<file path="config.mk">
export PLATFORM = sky130hd
export DESIGN_NAME = hci_mux_ooo
export DESIGN_NICKNAME = d
export VERILOG_FILES = /design/src/hci_pkg.sv /design/src/hci_mux_ooo.sv
export SDC_FILE = /design/constraint.sdc
export NUM_CORES = 1
export LEC_CHECK = 0
export ABC_CLOCK_PERIOD_IN_PS = 4600
export BUFFER_PORTS_ARGS = -buffer_cell sky130_fd_sc_hd__buf_4
export CAP_MARGIN = 25
export CORE_AREA = 2 2 132 134
export DETAILED_ROUTE_END_ITERATION = 8
export DIE_AREA = 0 0 134 136
export PLACE_DENSITY = 0.53
export SLEW_MARGIN = 20
export SYNTH_ARGS = -nofsm -noshare
export SYNTH_HDL_FRONTEND = slang
export SYNTH_SLANG_ARGS = --single-unit
</file>
<file path="constraint.sdc">
create_clock -name clk_i -period 4.6 [get_ports clk_i]
set_input_delay 0.23 -clock clk_i [delete_from_list [all_inputs] [get_ports clk_i]]
set_output_delay 0.23 -clock clk_i [all_outputs]
set_load 0.03 [all_outputs]
</file>
<file path="src/hci_pkg.sv">
package hci_pkg;

  // number of initiator channels sharing the bank
  localparam int unsigned NB_CHAN = 3;
  // channel id width, enough to name every channel
  localparam int unsigned ID_W = $clog2(NB_CHAN);
  // full id range, used to pad per-channel vectors to a power of two
  localparam int unsigned NB_ID = 2 ** ID_W;

  // data width in bits
  localparam int unsigned DW = 32;
  // word address width, 256 words
  localparam int unsigned AW = 8;
  // one byte enable per data byte
  localparam int unsigned BW = DW / 8;

  // priority slot value, one per channel
  typedef logic [ID_W-1:0] prio_t;

  // initiator request, tcdm style
  typedef struct packed {
    logic          req;
    logic [AW-1:0] add;
    // 1 = read, 0 = write
    logic          wen;
    logic [DW-1:0] data;
    logic [BW-1:0] be;
  } hci_req_t;

  // request tagged with the source channel, memory side of the mux
  typedef struct packed {
    hci_req_t        base;
    logic [ID_W-1:0] id;
  } hci_id_req_t;

  // response towards an initiator
  typedef struct packed {
    logic          r_valid;
    logic [DW-1:0] r_data;
  } hci_rsp_t;

  // response carrying back the id of the request it answers
  typedef struct packed {
    hci_rsp_t        base;
    logic [ID_W-1:0] r_id;
  } hci_id_rsp_t;

endpackage

</file>
<file path="src/hci_mux_ooo.sv">
`timescale 1ns/100ps

module hci_mux_ooo (
  input  logic                                      clk_i,
  input  logic                                      rst_ni,
  input  logic                                      clear_i,
  input  logic                                      priority_force_i,
  input  hci_pkg::prio_t    [hci_pkg::NB_CHAN-1:0]  priority_i,
  input  hci_pkg::hci_req_t [hci_pkg::NB_CHAN-1:0]  chan_req,
  output logic              [hci_pkg::NB_CHAN-1:0]  chan_gnt,
  output hci_pkg::hci_rsp_t [hci_pkg::NB_CHAN-1:0]  chan_rsp,
  input  logic              [hci_pkg::NB_CHAN-1:0]  chan_r_ready,
  output hci_pkg::hci_id_req_t                      mem_req,
  input  logic                                      mem_gnt,
  input  hci_pkg::hci_id_rsp_t                      mem_rsp,
  output logic                                      mem_r_ready
);
  import hci_pkg::*;

  // round-robin state
  prio_t                rr_cnt_q;
  // priority slot vector, position 0 is served first
  prio_t [NB_CHAN-1:0]  slot_d;
  prio_t                winner_d;
  // per-channel strobes padded to the full id range
  logic  [NB_ID-1:0]    req_vec;
  logic  [NB_ID-1:0]    rdy_vec;
  // memory-side request handshake
  logic                 mem_hs;

  assign mem_hs = mem_req.base.req & mem_gnt;

  // counter advances once per accepted request, wraps at NB_CHAN
  always_ff @(posedge clk_i, negedge rst_ni) begin
    if (!rst_ni) begin
      rr_cnt_q <= '0;
    end else if (clear_i) begin
      rr_cnt_q <= '0;
    end else if (mem_hs) begin
      if (rr_cnt_q == prio_t'(NB_CHAN - 1)) begin
        rr_cnt_q <= '0;
      end else begin
        rr_cnt_q <= rr_cnt_q + prio_t'(1);
      end
    end
  end

  // gather strobes, unused ids stay at 0
  always_comb begin
    req_vec = '0;
    rdy_vec = '0;
    for (int c = 0; c < NB_CHAN; c++) begin
      req_vec[c] = chan_req[c].req;
      rdy_vec[c] = chan_r_ready[c];
    end
  end

  for (genvar ii = 0; ii < NB_CHAN; ii++) begin : gen_chan
    // forced slot from outside, else rotate by the counter
    assign slot_d[ii] = priority_force_i ? priority_i[ii]
                                         : prio_t'((rr_cnt_q + ii) % NB_CHAN);

    // only the winner sees the memory grant
    assign chan_gnt[ii] = (winner_d == ii) & chan_req[ii].req & mem_gnt;

    // data goes to everyone, valid only to the channel named by r_id
    assign chan_rsp[ii].r_valid = (mem_rsp.r_id == ii) & mem_rsp.base.r_valid;
    assign chan_rsp[ii].r_data  = mem_rsp.base.r_data;
  end

  // winner-takes-all over the slot vector
  // scanned from the back so the lowest requesting position overrides
  always_comb begin : wta_comb
    winner_d = rr_cnt_q;
    for (int k = NB_CHAN - 1; k >= 0; k--) begin
      if (req_vec[slot_d[k]]) begin
        winner_d = slot_d[k];
      end
    end
  end

  // forward the winning request, tagged with its channel index
  // with nobody requesting the counter channel is idle, so req stays 0
  assign mem_req.base = chan_req[winner_d];
  assign mem_req.id   = winner_d;

  // back-pressure comes from the channel owning the current response
  assign mem_r_ready = rdy_vec[mem_rsp.r_id];

endmodule

</file>
Word level (Yosys, flattened, before mapping). Index checks and enable logic that the tools add are counted.

Output and inout bits: 151. Register bits after elaboration: 2. Input bits: 187. Logic and storage cells: 49.

Bitwise operators: 10. Reductions and logical operators: 3. Divide/modulo/power cells: 3. Add/sub/neg operators: 3. Equality and inequality tests: 5. Magnitude comparators: 5. Multiplexer cells: 19.

Operator list (count): $bmux 46 s2 (1); $mod 32x2->32 const B (2); $mux 46 (1); $mod 2x2->32 const B (1); $mux 2 (9); $lt 2x3->1 const B (5); $and 1x1->1 (10); $bmux 1 s2 (4); $eq 2x2->1 const B (3); $eq 2x1->1 const B (2); $logic_not 2->1 (2); $mux 1 (4); $add 2x1->3 const B (1); $add 2x2->3 const B (1); $add 2x1->2 const B (1); $reduce_bool 2->1 (1).

Depth between registers and ports, before layout.
Word-level depth: 13. Depth in mapped cells: 11. Depth with buffers taken out: 9.

Least setup slack after synthesis. No wires, ideal clock.

Kind: register to output. From: register rr_cnt_q[0]. To: output port mem_req[47] in the netlist's numbering. Arrival: 2.831 ns. Data required time: 4.370 ns. Path buffers: 1. Path slack: 1.539 ns. Stages on the path, launching flop included: 10. Cell sequence: dfrtp_1 > inv_1 > ha_1 > or4b_4 > and2_1 > o211a_2 > o31ai_4 > buf_4 > inv_2 > o32ai_1.

RTL lines: start, declared (RTL line hci_mux_ooo.sv:21) `prio_t rr_cnt_q;`; start signal, assigned (RTL line hci_mux_ooo.sv:43) `rr_cnt_q <= rr_cnt_q + prio_t'(1);`; end, declared (RTL line hci_mux_ooo.sv:13) `output hci_pkg::hci_id_req_t mem_req,`.

==> reports/metrics.cfg <==
[die]
io_pins = 338
fp.coreArea_um2 = 16900
die_y_um = 136
rows = 48
die_area_um2 = 18200
initial_core_util = 0.149
dieWidth_um = 134

[clock_tree]
tritoncts.num_buffers = 3
clockBufferDepth = 2
cts_root_buf = clkbuf_16
post_cts_buffers = 0
post_cts_resized = 0
cts_hold_buf = 1
htree_levels = 1
path_clk_slew_ns = 0.03
worstSkewPairLatency_ns = 0.22
cts_tree = built
clock-sinks = 2

[timing]
worst_slew_pin_slew_ns = 0.840
max_freq_mhz = 269
grt_setup_unrepaired = no
hold_viol = 0
relSlewSlack = 0.440
final.min_clock_period_ns = 3.71
finClkSkew_ns = 0.00352
period_share = 0.807
setup_viol = 0
maxSlewViolCount = 0
tns_ns = 0
setup_slack_ns = 0.886

[yosys]
synthFlopType = dfrtp_1
syn_inst = 343
ys_seq_area_frac = 0.0199
async_flop_share = 1.00
synth_edf_count = 0
synth.net_count = 534
syn_area_um2 = 2520
synth_warnings = 0
synth.avg_cell_area_um2 = 7.34
synth_seq_cells = 2
synth_cell_type_count = 43

[pwr]
seq_power_share = 0.020
ir_drop_v = 0.000150
leakagePower_nw = 1.70
p_sw_w = 0.000611
comb_power_share = 0.869
swShare = 0.527
clkPwrFrac = 0.111
p_per_area_nw_per_um2 = 318
power.internal_w = 0.000549

[setup_path]
worstSetupEndpointType = primary output
crit_fanout = 42
r2r_slack_ns = 1.41
critPathRequiredTime_ns = 4.37
rr_endpoint = rr_cnt_q[1]
r2r_start = rr_cnt_q[0]
start_kind = flip-flop
endpoint = mem_req[3]
startpoint = rr_cnt_q[0]
crit_type = flip-flop to primary output
arrival_ns = 3.48
rr_worst_depth = 9

[global_routing]
grt.total_usage = 0.0804
overflow = 0
antenna_found_initial = 0
grt_pass1_wl_mm = 11.9
grt_pass1_vias = 2348
grt_max_degree = 43

[placed_design]
placed_cells = 662
dp_hpwl_mm = 7.22
gp_congestion = 0.753
pre_cts_ws_ns = 1.14
port_buffers = 209

[finish]
reg_top3 = rr_cnt_q x2
post-route-util = 0.216
top_register = rr_cnt_q
drive_gt1_frac = 0.531
area.growth.synth_to_final_pct = 44.9
diodes = 0
mostFrequentLayoutCells = buf_4 (212), mux2i_1 (55), nand2_1 (52), o22ai_1 (40), nand2b_1 (8)
layout_commonest_cell = buf_4
largest_register_ffs = 2
final_cells = 666
final_nets = 634

[detailed_routing]
detail-route-antenna-nets = 0
drc = 0
vias = 2713
wirelength_mm = 8.73
routedWlPerCell_um = 13.1
drt-pass1-iter-count = 4
drt_iter0_drc = 77
vias_per_cell = 4.07

[min_path]
hold_class = input pin to flip-flop

[status]
status = finished clean

[run]
cap_violations = 0

## worst max-delay path, cell delays in order (launching register included)
cell and delay, ns:
dfrtp_1 0.39, inv_1 0.11, ha_1 0.36, or4b_4 0.54
and2_1 0.17, o211a_2 0.13, o31ai_4 0.72, buf_12 0.29
nand2_1 0.09, o22ai_1 0.22, buf_4 0.21
## worst min path at each step
stage | start | endpoint | slack, ns | cells past startpoint
after global routing | clear_i | rr_cnt_q[0] | 0.32 | 3
after floorplan | rst_ni | rr_cnt_q[0] | -0.07 | 0
final | clear_i | rr_cnt_q[0] | 0.31 | 3
after detailed placement | rst_ni | rr_cnt_q[1] | 0.02 | 1
after CTS | clear_i | rr_cnt_q[0] | 0.31 | 3
after global placement | rst_ni | rr_cnt_q[1] | 0.01 | 1
## per-layer routing
layer  track usage  share of wire
met5             0              0
met4        0.0242          0.026
met3        0.0388           0.14
met2         0.139           0.47
met1        0.0869           0.36
## cells in the mapped netlist, types with 2 or more instances
cell type | n | area [um2]
o31ai_1 | 2 | 15.0
o21bai_1 | 2 | 15.0
clkbuf_1 | 4 | 15.0
inv_1 | 5 | 18.8
inv_2 | 2 | 7.51
mux2_2 | 2 | 22.5
nor3_1 | 2 | 10.0
nand2b_1 | 8 | 50.1
ha_1 | 4 | 50.1
nor2b_1 | 2 | 12.5
nand3b_1 | 2 | 15.0
nor2_1 | 4 | 15.0
buf_4 | 99 | 743
nand3_1 | 3 | 15.0
nand2_1 | 52 | 195
mux2i_1 | 55 | 551
o22ai_1 | 40 | 250
o32ai_1 | 2 | 17.5
dfrtp_1 | 2 | 50.1
and3b_1 | 2 | 17.5
a21oi_1 | 6 | 30.0
buf_6 | 7 | 78.8
buf_2 | 10 | 50.1
a21o_1 | 2 | 15.0
o22ai_2 | 6 | 75.1
## power groups by stage
stage | logic [W] | registers (W) | clock network (W)
after floorplan | 0.000813 | 0.0000228 | 0
after global placement | 0.00102 | 0.0000233 | 0
after detailed placement | 0.00102 | 0.0000235 | 0
after CTS | 0.00102 | 0.0000234 | 0.000131
after global routing | 0.00107 | 0.0000238 | 0.000133
final | 0.00101 | 0.0000236 | 0.000129
## final cells by class
type | count | area, um2
Sequential cell | 2 | 50.0
Fill cell | 1892 | 13200
Tap cell | 225 | 282
Inverter | 7 | 26.3
Multi-Input combinational cell | 214 | 1580
Clock buffer | 3 | 75.1
Timing Repair Buffer | 215 | 1640
## metrics by stage
stage | instance area, um2 | total power (W) | hold slack (ns)
floorplan | 2520 | 0.000836 | -0.0656
global placement | 3560 | 0.00104 | 0.0148
detailed placement | 3560 | 0.00104 | 0.0181
CTS | 3650 | 0.00117 | 0.309
global route | 3650 | 0.00123 | 0.321
finish | 3650 | 0.00116 | 0.307
## cells by family after synthesis
| kind of cell | count (synthesis) | share of synthesized area |
|---|---|---|
| adder cells (fa/ha/maj) | 4 | 0.0199 |
| AND/OR/NAND/NOR | 81 | 0.153 |
| buffers and inverters | 127 | 0.363 |
| AO/OA/AOI/OAI | 70 | 0.208 |
| multiplexers | 59 | 0.237 |
| flip-flops | 2 | 0.0199 |
Power figures use the tool's default switching activity.
